$ cat src/verilog/isaPkg.sv
package isaPkg;

  localparam int opWidth     = 5;
  localparam int regIdxWidth = 4;
  localparam int immWidth    = 19;
  localparam int spareWidth  = 15;

  typedef enum logic [opWidth-1:0] {
    opAdd  = 5'd3,
    opSub  = 5'd4,
    opAnd  = 5'd5,
    opOr   = 5'd6,
    opAddi = 5'd12,
    opMul  = 5'd15,
    opDiv  = 5'd16
  } opcodeT;

  typedef logic [regIdxWidth-1:0] regIdxT;

  // Three-register form: ra = rb op rc
  typedef struct packed {
    opcodeT                opcode;
    regIdxT                ra;
    regIdxT                rb;
    regIdxT                rc;
    logic [spareWidth-1:0] spare;
  } rFormT;

  // Immediate form: ra = rb + imm
  typedef struct packed {
    opcodeT              opcode;
    regIdxT              ra;
    regIdxT              rb;
    logic [immWidth-1:0] imm; // Zero-extended
  } iFormT;

  typedef union packed {
    rFormT rForm;
    iFormT iForm;
  } instrWordT;

  // Mul and div write LO/HI instead of ra
  function automatic logic isMulDiv(input opcodeT op);
    return (op == opMul) || (op == opDiv);
  endfunction

endpackage

$ cat src/verilog/busPkg.sv
package busPkg;

  // Who drives the shared bus this step
  typedef enum logic [2:0] {
    srcNone  = 3'd0,
    srcReg   = 3'd1,
    srcImm   = 3'd2,
    srcZLow  = 3'd3,
    srcZHigh = 3'd4,
    srcHi    = 3'd5,
    srcLo    = 3'd6
  } busSrcT;

  typedef enum logic [2:0] {
    aluAdd  = 3'd0,
    aluSub  = 3'd1,
    aluAnd  = 3'd2,
    aluOr   = 3'd3,
    aluPass = 3'd4,
    aluMul  = 3'd5
  } aluOpT;

  typedef enum logic [3:0] {
    stIdle, stT1, stT2, stT3, stT4, stT5, stDivWait, stResHold
  } stepT;

endpackage

$ cat src/verilog/regFile.sv
`timescale 1ns/1ns
module regFile
  import isaPkg::*;
#(
  parameter int dataWidth = 32,
  parameter int numRegs   = 16
) (
  input  logic                 Clock,
  input  logic                 rstN,
  input  regIdxT               regRead,
  input  logic                 regWrite,
  input  regIdxT               writeIdx,
  input  logic [dataWidth-1:0] bus,
  output logic [dataWidth-1:0] readData
);

  logic [dataWidth-1:0] regs [numRegs];

  // Synchronous read, so the index is presented one step ahead of its bus slot
  always_ff @(posedge Clock or negedge rstN) begin
    if (!rstN) begin
      for (int i = 0; i < numRegs; i++) begin
        regs[i] <= '0;
      end
      readData <= '0;
    end else begin
      if (regWrite && (writeIdx != '0)) begin // R0 stays zero
        regs[writeIdx] <= bus;
      end
      readData <= regs[regRead];
    end
  end

endmodule

$ cat src/verilog/aluUnit.sv
`timescale 1ns/1ns
module aluUnit
  import busPkg::*;
#(
  parameter int dataWidth = 32
) (
  input  aluOpT                  aluOp,
  input  logic [dataWidth-1:0]   yValue,
  input  logic [dataWidth-1:0]   bus,
  output logic [2*dataWidth-1:0] zValue
);

  logic [2*dataWidth-1:0] product;

  // Unsigned full-width product in one cycle
  assign product = {{dataWidth{1'b0}}, yValue} * {{dataWidth{1'b0}}, bus};

  always_comb begin
    zValue = '0; // High half is zero unless multiplying
    unique case (aluOp)
      aluAdd: begin
        zValue[dataWidth-1:0] = yValue + bus;
      end
      aluSub: begin
        zValue[dataWidth-1:0] = yValue - bus; // Wraps on underflow
      end
      aluAnd: begin
        zValue[dataWidth-1:0] = yValue & bus;
      end
      aluOr: begin
        zValue[dataWidth-1:0] = yValue | bus;
      end
      aluMul: begin
        zValue = product;
      end
      default: begin
        zValue[dataWidth-1:0] = bus; // Pass
      end
    endcase
  end

endmodule

$ cat src/verilog/divider.sv
`timescale 1ns/1ns
module divider #(
  parameter int dataWidth = 32
) (
  input  logic                 Clock,
  input  logic                 rstN,
  input  logic                 divStart,
  input  logic [dataWidth-1:0] dividend,
  input  logic [dataWidth-1:0] divisor,
  output logic [dataWidth-1:0] quotient,
  output logic [dataWidth-1:0] remainder,
  output logic                 divDone
);

  localparam int cntWidth = $clog2(dataWidth);
  localparam logic [cntWidth-1:0] lastStep = cntWidth'(dataWidth - 1);

  logic                 busy;
  logic [cntWidth-1:0]  stepCount;
  logic [dataWidth-1:0] remAcc;
  logic [dataWidth-1:0] quoAcc;
  logic [dataWidth-1:0] divisorReg;
  logic [dataWidth:0]   shifted;
  logic [dataWidth:0]   trial;

  // Bring the next dividend bit into the partial remainder and try a subtract
  assign shifted = {remAcc, quoAcc[dataWidth-1]};
  assign trial   = shifted - {1'b0, divisorReg};

  always_ff @(posedge Clock or negedge rstN) begin
    if (!rstN) begin
      busy      <= 1'b0;
      stepCount <= '0;
      divDone   <= 1'b0;
    end else begin
      divDone <= 1'b0;
      if (busy) begin
        stepCount <= stepCount + 1'b1;
        if (stepCount == lastStep) begin
          busy    <= 1'b0;
          divDone <= 1'b1;
        end
      end else if (divStart) begin // Start is ignored while busy
        busy      <= 1'b1;
        stepCount <= '0;
      end
    end
  end

  // A zero divisor never borrows, so quotient ends all ones and remainder is the dividend
  always_ff @(posedge Clock) begin
    if (!busy && divStart) begin
      remAcc     <= '0;
      quoAcc     <= dividend;
      divisorReg <= divisor;
    end else if (busy) begin
      if (trial[dataWidth]) begin // Borrow, restore
        remAcc <= shifted[dataWidth-1:0];
        quoAcc <= {quoAcc[dataWidth-2:0], 1'b0};
      end else begin
        remAcc <= trial[dataWidth-1:0];
        quoAcc <= {quoAcc[dataWidth-2:0], 1'b1};
      end
    end
  end

  assign quotient  = quoAcc;
  assign remainder = remAcc;

endmodule

$ cat src/verilog/busRegisters.sv
`timescale 1ns/1ns
module busRegisters
  import isaPkg::*;
  import busPkg::*;
#(
  parameter int dataWidth = 32
) (
  input  logic                   Clock,
  input  logic                   rstN,
  input  busSrcT                 busSrc,
  input  logic                   irLoad,
  input  logic                   yLoad,
  input  logic                   zLoad,
  input  logic                   hiLoad,
  input  logic                   loLoad,
  input  instrWordT              instrData,
  input  logic [dataWidth-1:0]   readData,
  input  logic [2*dataWidth-1:0] zValue,
  input  logic [dataWidth-1:0]   quotient,
  input  logic [dataWidth-1:0]   remainder,
  output logic [dataWidth-1:0]   bus,
  output instrWordT              instrWord,
  output logic [dataWidth-1:0]   yValue,
  output logic [2*dataWidth-1:0] zWord,
  output logic [dataWidth-1:0]   resValue,
  output logic [dataWidth-1:0]   resHi
);

  logic [dataWidth-1:0] hiReg;
  logic [dataWidth-1:0] loReg;

  always_comb begin
    unique case (busSrc)
      srcReg:   bus = readData;
      srcImm:   bus = {{(dataWidth-immWidth){1'b0}}, instrWord.iForm.imm};
      srcZLow:  bus = zWord[dataWidth-1:0];
      srcZHigh: bus = zWord[2*dataWidth-1:dataWidth];
      srcHi:    bus = hiReg;
      srcLo:    bus = loReg;
      default:  bus = '0; // Nobody drives
    endcase
  end

  always_ff @(posedge Clock) begin
    if (irLoad) instrWord <= instrData; // Taken on the accepting edge
    if (yLoad) yValue <= bus;
    if (zLoad) begin
      // Idle bus on a Z load means the divider is handing over its result
      zWord <= (busSrc == srcNone) ? {remainder, quotient} : zValue;
    end
  end

  always_ff @(posedge Clock or negedge rstN) begin
    if (!rstN) begin
      hiReg    <= '0;
      loReg    <= '0;
      resValue <= '0;
    end else begin
      if (hiLoad) hiReg <= bus;
      if (loLoad) loReg <= bus;
      if (busSrc == srcZLow) resValue <= bus; // Same word that goes to ra or LO
    end
  end

  assign resHi = hiReg;

endmodule

$ cat src/verilog/sequencer.sv
`timescale 1ns/1ns
module sequencer
  import isaPkg::*;
  import busPkg::*;
(
  input  logic      Clock,
  input  logic      rstN,
  input  logic      instrValid,
  output logic      instrReady,
  output logic      resValid,
  input  logic      resReady,
  output regIdxT    resDest,
  input  instrWordT instrWord,
  output busSrcT    busSrc,
  output aluOpT     aluOp,
  output regIdxT    regRead,
  output logic      regWrite,
  output logic      irLoad,
  output logic      yLoad,
  output logic      zLoad,
  output logic      hiLoad,
  output logic      loLoad,
  output logic      divStart,
  input  logic      divDone
);

  stepT   step;
  stepT   stepNext;
  opcodeT opcode;
  logic   isImm;
  logic   isDiv;
  logic   wideResult;
  aluOpT  decodedOp;

  assign opcode     = instrWord.rForm.opcode;
  assign isImm      = (instrWord.iForm.opcode == opAddi);
  assign isDiv      = (opcode == opDiv);
  assign wideResult = isMulDiv(opcode);
  assign resDest    = instrWord.rForm.ra; // IR holds until the next accept
  assign instrReady = (step == stIdle);

  always_comb begin
    unique case (opcode)
      opAdd, opAddi: decodedOp = aluAdd;
      opSub:         decodedOp = aluSub;
      opAnd:         decodedOp = aluAnd;
      opOr:          decodedOp = aluOr;
      opMul:         decodedOp = aluMul;
      default:       decodedOp = aluPass;
    endcase
  end

  // Step outputs and next step
  always_comb begin
    stepNext = step;
    busSrc   = srcNone;
    aluOp    = aluPass;
    regRead  = instrWord.rForm.rb;
    regWrite = 1'b0;
    irLoad   = 1'b0;
    yLoad    = 1'b0;
    zLoad    = 1'b0;
    hiLoad   = 1'b0;
    loLoad   = 1'b0;
    divStart = 1'b0;
    unique case (step)
      stIdle: begin
        irLoad = instrValid;
        if (instrValid) stepNext = stT1;
      end
      stT1: stepNext = stT2; // rb read address goes out
      stT2: begin
        busSrc   = srcReg; // rb into Y
        yLoad    = 1'b1;
        regRead  = instrWord.rForm.rc;
        stepNext = stT3;
      end
      stT3: begin
        if (isDiv) begin
          busSrc   = srcReg; // rc is the divisor
          divStart = 1'b1;
          stepNext = stDivWait;
        end else begin
          busSrc   = isImm ? srcImm : srcReg;
          aluOp    = decodedOp;
          zLoad    = 1'b1;
          stepNext = stT4;
        end
      end
      stDivWait: begin
        zLoad = divDone;
        if (divDone) stepNext = stT4;
      end
      stT4: begin
        busSrc   = srcZLow;
        loLoad   = wideResult;
        regWrite = !wideResult;
        stepNext = wideResult ? stT5 : stResHold;
      end
      stT5: begin
        busSrc   = srcZHigh;
        hiLoad   = 1'b1;
        stepNext = stResHold;
      end
      default: begin
        if (!resValid || resReady) stepNext = stIdle;
      end
    endcase
  end

  // Reset parks in result hold with no result, which drops to idle next cycle
  always_ff @(posedge Clock or negedge rstN) begin
    if (!rstN) begin
      step     <= stResHold;
      resValid <= 1'b0;
    end else begin
      step     <= stepNext;
      resValid <= (stepNext == stResHold);
    end
  end

endmodule

$ cat src/verilog/miniDatapath.sv
`timescale 1ns/1ns
module miniDatapath
  import isaPkg::*;
  import busPkg::*;
#(
  parameter int dataWidth = 32,
  parameter int numRegs   = 16
) (
  input  logic                 Clock,
  input  logic                 rstN,
  input  logic                 instrValid,
  input  logic [31:0]          instrData,
  output logic                 instrReady,
  output logic                 resValid,
  output logic [3:0]           resDest,
  output logic [dataWidth-1:0] resValue,
  output logic [dataWidth-1:0] resHi,
  input  logic                 resReady
);

  busSrcT                 busSrc;
  aluOpT                  aluOp;
  regIdxT                 regRead;
  instrWordT              instrWord;
  logic                   regWrite;
  logic                   irLoad;
  logic                   yLoad;
  logic                   zLoad;
  logic                   hiLoad;
  logic                   loLoad;
  logic                   divStart;
  logic                   divDone;
  logic [dataWidth-1:0]   bus;
  logic [dataWidth-1:0]   readData;
  logic [dataWidth-1:0]   yValue;
  logic [dataWidth-1:0]   quotient;
  logic [dataWidth-1:0]   remainder;
  logic [2*dataWidth-1:0] zValue;

  sequencer uSeq (
    .Clock, .rstN, .instrValid, .instrReady, .resValid, .resReady, .resDest,
    .instrWord, .busSrc, .aluOp, .regRead, .regWrite, .irLoad, .yLoad, .zLoad,
    .hiLoad, .loLoad, .divStart, .divDone
  );

  regFile #(.dataWidth(dataWidth), .numRegs(numRegs)) uRegs (
    .Clock, .rstN, .regRead, .regWrite, .writeIdx(resDest), .bus, .readData
  );

  aluUnit #(.dataWidth(dataWidth)) uAlu (.aluOp, .yValue, .bus, .zValue);

  divider #(.dataWidth(dataWidth)) uDiv (
    .Clock, .rstN, .divStart, .dividend(yValue), .divisor(bus), .quotient,
    .remainder, .divDone
  );

  busRegisters #(.dataWidth(dataWidth)) uBusRegs (
    .Clock, .rstN, .busSrc, .irLoad, .yLoad, .zLoad, .hiLoad, .loLoad, .instrData,
    .readData, .zValue, .quotient, .remainder, .bus, .instrWord, .yValue,
    .zWord(), .resValue, .resHi
  );

endmodule

$ cat config.mk
export PLATFORM = sky130hd
export DESIGN_NAME = miniDatapath
export DESIGN_NICKNAME = d
export VERILOG_FILES = /design/src/verilog/isaPkg.sv /design/src/verilog/busPkg.sv /design/src/verilog/regFile.sv /design/src/verilog/aluUnit.sv /design/src/verilog/divider.sv /design/src/verilog/busRegisters.sv /design/src/verilog/sequencer.sv /design/src/verilog/miniDatapath.sv
export SDC_FILE = /design/constraint.sdc
export NUM_CORES = 2
export LEC_CHECK = 0
export BUFFER_PORTS_ARGS = -buffer_cell sky130_fd_sc_hd__buf_2
export CAP_MARGIN = 20
export CORE_MARGIN = 5
export CORE_UTILIZATION = 45
export DETAILED_ROUTE_END_ITERATION = 16
export PLACE_DENSITY_LB_ADDON = 0.12
export SYNTH_ARGS = -nofsm -noshare
export SYNTH_HDL_FRONTEND = slang
export SYNTH_SLANG_ARGS = --single-unit
$ cat constraint.sdc
create_clock -name Clock -period 15.15 [get_ports Clock]
set_input_delay 3.03 -clock Clock [delete_from_list [all_inputs] [get_ports Clock]]
set_output_delay 3.03 -clock Clock [all_outputs]
set_load 0.01 [all_outputs]
# Word-level counts from Yosys, hierarchy flattened
# Index checks and enable logic that the tools add are counted.
[classes]
addsub = 4
n_mul = 1
div_mod_pow = 0
order_cmp = 3
eq_ne = 25
shift = 0
mux = 43
bitwise_logic = 4
reduce_logical = 15
[op_table]
columns = ["cell", "n"]
rows = [
  ["512-bit bitwise mux", 1],
  ["32-bit two-way mux", 7],
  ["32-bit case mux with 6 select lines", 1],
  ["32-bit case mux with 5 select lines", 1],
  ["32-bit binary-select mux with 4-bit select", 1],
  ["32-bit demux with 4-bit select", 1],
  ["32-bit by 32-bit multiplier with 64-bit output", 1],
  ["64-bit two-way mux", 1],
  ["33-bit by 32-bit subtractor with 33-bit output", 1],
  ["32-bit adder", 1],
  ["32-bit AND", 1],
  ["32-bit bitwise OR", 1],
  ["32-bit subtractor", 1],
  ["4-bit case mux with 7 select lines", 1],
  ["4-bit by 3-bit == test with 1-bit output, second input constant", 4],
  ["4-bit two-way mux", 4],
  ["5-bit by 3-bit == test with 1-bit output, second input constant", 3],
  ["3-bit case mux with 5 select lines", 1],
  ["1-bit two-way mux", 14],
  ["3-bit by 2-bit == test with 1-bit output, second input constant", 4],
  ["3-bit == test, second input constant", 4],
  ["3-bit case mux with 4 select lines", 1],
  ["5-bit by 4-bit == test with 1-bit output, second input constant", 2],
  ["5-bit == test, second input constant", 2],
  ["other kinds (20)", 36],
]
[word_totals]
ff_bits = 876
latch_bits = 0
ram_bits = 0
rom_bits = 0
in_bits = 36
output_inout_bits = 70
word_cells = 126
n_memories = 0

# Longest topological paths before layout
[depth]
ltp_word = 9
depth_mapped = 38
depth_no_buf = 31

# Cells and area by module
# From an unflattened synthesis, not the netlist that was laid out.
[hier_totals]
cells_unflattened = 7010
hier_area_um2 = 76464.6
[by_module_without_submodules]
columns = ["mod", "n_inst", "cells_each", "area_each_um2", "seq_area_each_um2"]
rows = [
  ["aluUnit", 1, 4281, 36940.4, 0.0],
  ["regFile", 1, 1431, 23313.6, 13613.1],
  ["busRegisters", 1, 659, 9693.0, 6246.0],
  ["divider", 1, 566, 5921.9, 2737.6],
  ["sequencer", 1, 73, 595.6, 128.9],
]

# Worst setup path after synthesis
# OpenSTA, ideal clock, no wires.
[synth_timing]
path_type = "register to register"
start = "register uSeq.step[0]"
end = "register uBusRegs.zWord[58], data pin"
arrival_time_ps = 8858
t_required_ps = 14883
path_slack_ps = 6026
path_stages_with_launch = 34
path_buffers = 8
cell_sequence = "dfstp_2 > buf_6 > buf_2 > buf_4 > buf_2 > clkbuf_1 > mux2i_1 > o21a_1 > clkbuf_1 > inv_1 > buf_1 > nand2_1 > fa_1 > inv_1 > fa_1 > fa_1 > fa_1 > fa_1 > fa_1 > fa_1 > inv_1 > fa_1 > inv_1 > ha_1 > clkbuf_1 > nand4_1 > nor3_1 > o2111ai_1 > or3_1 > o22a_1 > o31ai_1 > a41oi_1 > xor2_1 > o21ai_0"
[synth_via]
elab_chain_len = 7
elab_cells_between_ends = 18
cone_classes = "1 x mul; 11 x eq/ne; 5 x mux; 1 x reduce/logical"
[synth_lines]
columns = ["item", "line_no", "text"]
rows = [
  ["start: declaration", "sequencer.sv:27", "stepT step;"],
  ["start signal: assignment", "sequencer.sv:114", "step <= stResHold;"],
  ["start signal: assignment", "sequencer.sv:117", "step <= stepNext;"],
  ["4-bit by 3-bit == test with 1-bit output or 4-bit by 2-bit == test with 1-bit output (tied branches)", "sequencer.sv:66", "unique case (step)"],
  ["3-bit case mux with 4 select lines", "sequencer.sv:66", ""],
  ["3-bit == test (tied with other cells)", "busRegisters.sv:33", "unique case (busSrc)"],
  ["32-bit case mux with 6 select lines", "busRegisters.sv:33", ""],
  ["32-bit by 32-bit multiplier with 64-bit output", "aluUnit.sv:16", "assign product = {{dataWidth{1'b0}}, yValue} * {{dataWidth{1'b0}}, bus};"],
  ["32-bit two-way mux", "aluUnit.sv:20", "unique case (aluOp)"],
  ["64-bit two-way mux *", "busRegisters.sv:49", "zWord <= (busSrc == srcNone) ? {remainder, quotient} : zValue;"],
  ["end signal: assignment", "busRegisters.sv:49", ""],
  ["end: declaration", "busRegisters.sv:24", "output logic [2*dataWidth-1:0] zWord,"],
]
# Every way passes the cells marked *; elsewhere a longest branch is shown, timed or not.
# A chain may end at the register's enable or synchronous reset.

# Worst setup path after layout
[layout_timing]
start = "register uSeq.step[0]"
end = "register uBusRegs.zWord[48], data pin"
# Same word-level chain as after synthesis.

==> flow_metrics.env <==
export IMPL_wirelength_mm=234
export IMPL_final_area_um2=79100
export IMPL_h_tree_depth=3
export IMPL_final_cell_mix="nand2_1 (1347), inv_1 (908), fa_1 (898)"
export IMPL_grt_pass1_wl_mm=357
export IMPL_cp_max_fo=45
export IMPL_synth_edff_count=192
export IMPL_drcViolationCount=0
export IMPL_synthCells=7587
export IMPL_min_to="uRegs.regs[485]"
export IMPL_crit_top_cell="fa_1"
export IMPL_clk_latency_ps=710
export IMPL_maxCapViolCount=0
export IMPL_critPathKind="reg -> reg"
export IMPL_drt_iter0_drc=4647
export IMPL_postCtsSetupBuffers=0
export IMPL_worstReg2RegStart="uSeq.step[0]"
export IMPL_dp_hpwl_mm=164
export IMPL_slowest_delay_ps=750
export IMPL_num_vias=53700
export IMPL_dpl_cell_area_um2=75700
export IMPL_gr_total_overflow=0
export IMPL_io_pins=106
export IMPL_rr_endpoint="uBusRegs.zWord[48]"
export IMPL_cts_tree="built"
export IMPL_synth_cell_types=90
export IMPL_finalNetCount=8639
export IMPL_synth_async_sr_flop_share_pct=73.6
export IMPL_num_rows=148
export IMPL_grt_pass1_vias=55900
export IMPL_via_per_inst=5.57
export IMPL_ant_nets=0
export IMPL_start_util_pct=45.1
export IMPL_worst_r2r_path_depth=30
export IMPL_clock_sinks=847
export IMPL_post_cts_resized=0
export IMPL_clk_pin_slew_worst_paths_ps=60
export IMPL_seq_area_frac_synth_pct=30.1
export IMPL_gp_congestion=0.935
export IMPL_fmax_mhz=87.1
export IMPL_hold_buffers=0
export IMPL_die_h_um=413
export IMPL_hold_start="uRegs.regs[485]"
export IMPL_required_ps=15580
export IMPL_slew_violations=0
export IMPL_rsz0062_at_grt="no"
export IMPL_synth_area_um2=73200
export IMPL_first_pass_iters=6
export IMPL_core_area_um2=162000
export IMPL_rrSetupSlack_ps=3670
export IMPL_hold_violations=0
export IMPL_tightestPinTransition_ps=1130
export IMPL_critPathLaunchType="flip-flop"
export IMPL_ys_ff_latch=847
export IMPL_clockRootBuffer="clkbuf_16"
export IMPL_area_growth_pct=8.02
export IMPL_final_common_cell="nand2_1"
export IMPL_hold_class="reg -> reg"
export IMPL_fin_crit_ps=11480
export IMPL_die_x_um=413
export IMPL_drive_above_1_share_pct=8.48
export IMPL_detail_route_wl_per_cell_um=24.3
export IMPL_clk_path_buf_depth=3
export IMPL_dieArea_um2=171000
export IMPL_tns_ps=0
export IMPL_endpoint_kind="flip-flop"
export IMPL_post_route_period_util_pct=75.8
export IMPL_setup_viol=0
export IMPL_grt_total_usage_pct=27.7
export IMPL_cts_made_buffers=92
export IMPL_grt_start_max_net_pins=174
export IMPL_antenna_found_initial=10
export IMPL_fin_skew_ps=27.9
export IMPL_cpMaxStageDelayCell="o311ai_0"
export IMPL_arrival_ps=11910
export IMPL_syn_nets=8852
export IMPL_yosysWarnings=0
export IMPL_ys_flop_type="dfrtp_1"
export IMPL_holdPathStages=0
export IMPL_slew_headroom_pct=23.7
export IMPL_port_buffers=105
export IMPL_status="complete, no violations"
export IMPL_avgSynthCellArea_um2=9.65
[final cells by class]
type                    instances  area [um2]
repair buffers                248        1670
diodes                          5        12.5
inverters                     927        3480
clock buffers                 127        2710
flip-flops and latches        847       22000
fillers                     15300       83100
clock inverters                47         697
multi-input cells            5258       45800
well taps                    2175        2720
[critical path: cells and delay by family (launching register included)]
kind	cells	cell delay, ps
mux	1	200
buf+inv	7	1540
simple gates	6	1420
fa+ha+maj	9	4400
flops	1	510
compound gates	7	3050
[kinds of logic after synthesis]
kind of cell,synth area share (%)
buf+inv,7.71
xor+xnor,1.65
fa+ha+maj,30.2
compound gates,9.86
mux,4.80
simple gates,15.7
flops,30.1
[metal layers]
layer | track usage, % | wire (um)
met4 | 10.7 | 10100
met3 | 2.98 | 12200
met2 | 45.6 | 111000
met1 | 37.8 | 101000
met5 | 0 | 27
[registers in the layout, summed over array words and instances (netlist names)]
name                flops
uDiv.remainder         32
uBusRegs.zWord         64
uBusRegs.resHi         32
uDiv.quotient          32
uDiv.busy               1
uBusRegs.loReg          3
uRegs.regs            512
uDiv.divisorReg        32
uBusRegs.resValue      32
uBusRegs.yValue        32
uDiv.stepCount          5
uRegs.readData         32
uSeq.step               4
uSeq.resValid           1
uBusRegs.instrWord     32
uDiv.divDone            1
[metrics by stage]
stage / util, % / worst slack (ps) / hold WS [ps] / std cells
finish: 48.7 / 3670 / 372 / 9634
detailed placement: 46.6 / 3710 / 363 / 9455
floorplan: - / 6030 / 424 / 7587
global placement: 46.6 / 3890 / 360 / 9453
CTS: 48.7 / 3690 / 376 / 9629
global route: 48.7 / 3110 / 382 / 9629
[worst max-delay path by stage]
stage                 start  cells past startpoint                 end  slack, ps
3_3_place_gp   uSeq.step[1]                     30  uBusRegs.zWord[58]       3890
6_report       uSeq.step[0]                     30  uBusRegs.zWord[48]       3670
5_1_grt        uSeq.step[0]                     31  uBusRegs.zWord[62]       3110
3_5_place_dp   uSeq.step[0]                     31  uBusRegs.zWord[62]       3710
2_1_floorplan  uSeq.step[0]                     33  uBusRegs.zWord[58]       6030
4_1_cts        uSeq.step[0]                     31  uBusRegs.zWord[62]       3690
[cell usage after synthesis (51+ instances only)]
cell | count | area (um2)
a21o_1 | 51 | 383
mux2i_1 | 56 | 561
o21ai_0 | 566 | 2830
edfxtp_1 | 192 | 5770
xnor2_1 | 96 | 841
nand3_1 | 55 | 275
inv_1 | 910 | 3420
nand2_1 | 1357 | 5090
a31oi_1 | 58 | 363
clkbuf_1 | 501 | 1880
dfrtp_1 | 620 | 15500
a21oi_1 | 255 | 1280
a211oi_1 | 56 | 420
and2_1 | 629 | 3940
ha_1 | 331 | 4140
fa_1 | 898 | 18000
nor2_1 | 242 | 908
mux4_2 | 128 | 2880
Power is not shown: default switching activity piles up to over one toggle a cycle in this logic, so the estimate is an artifact.
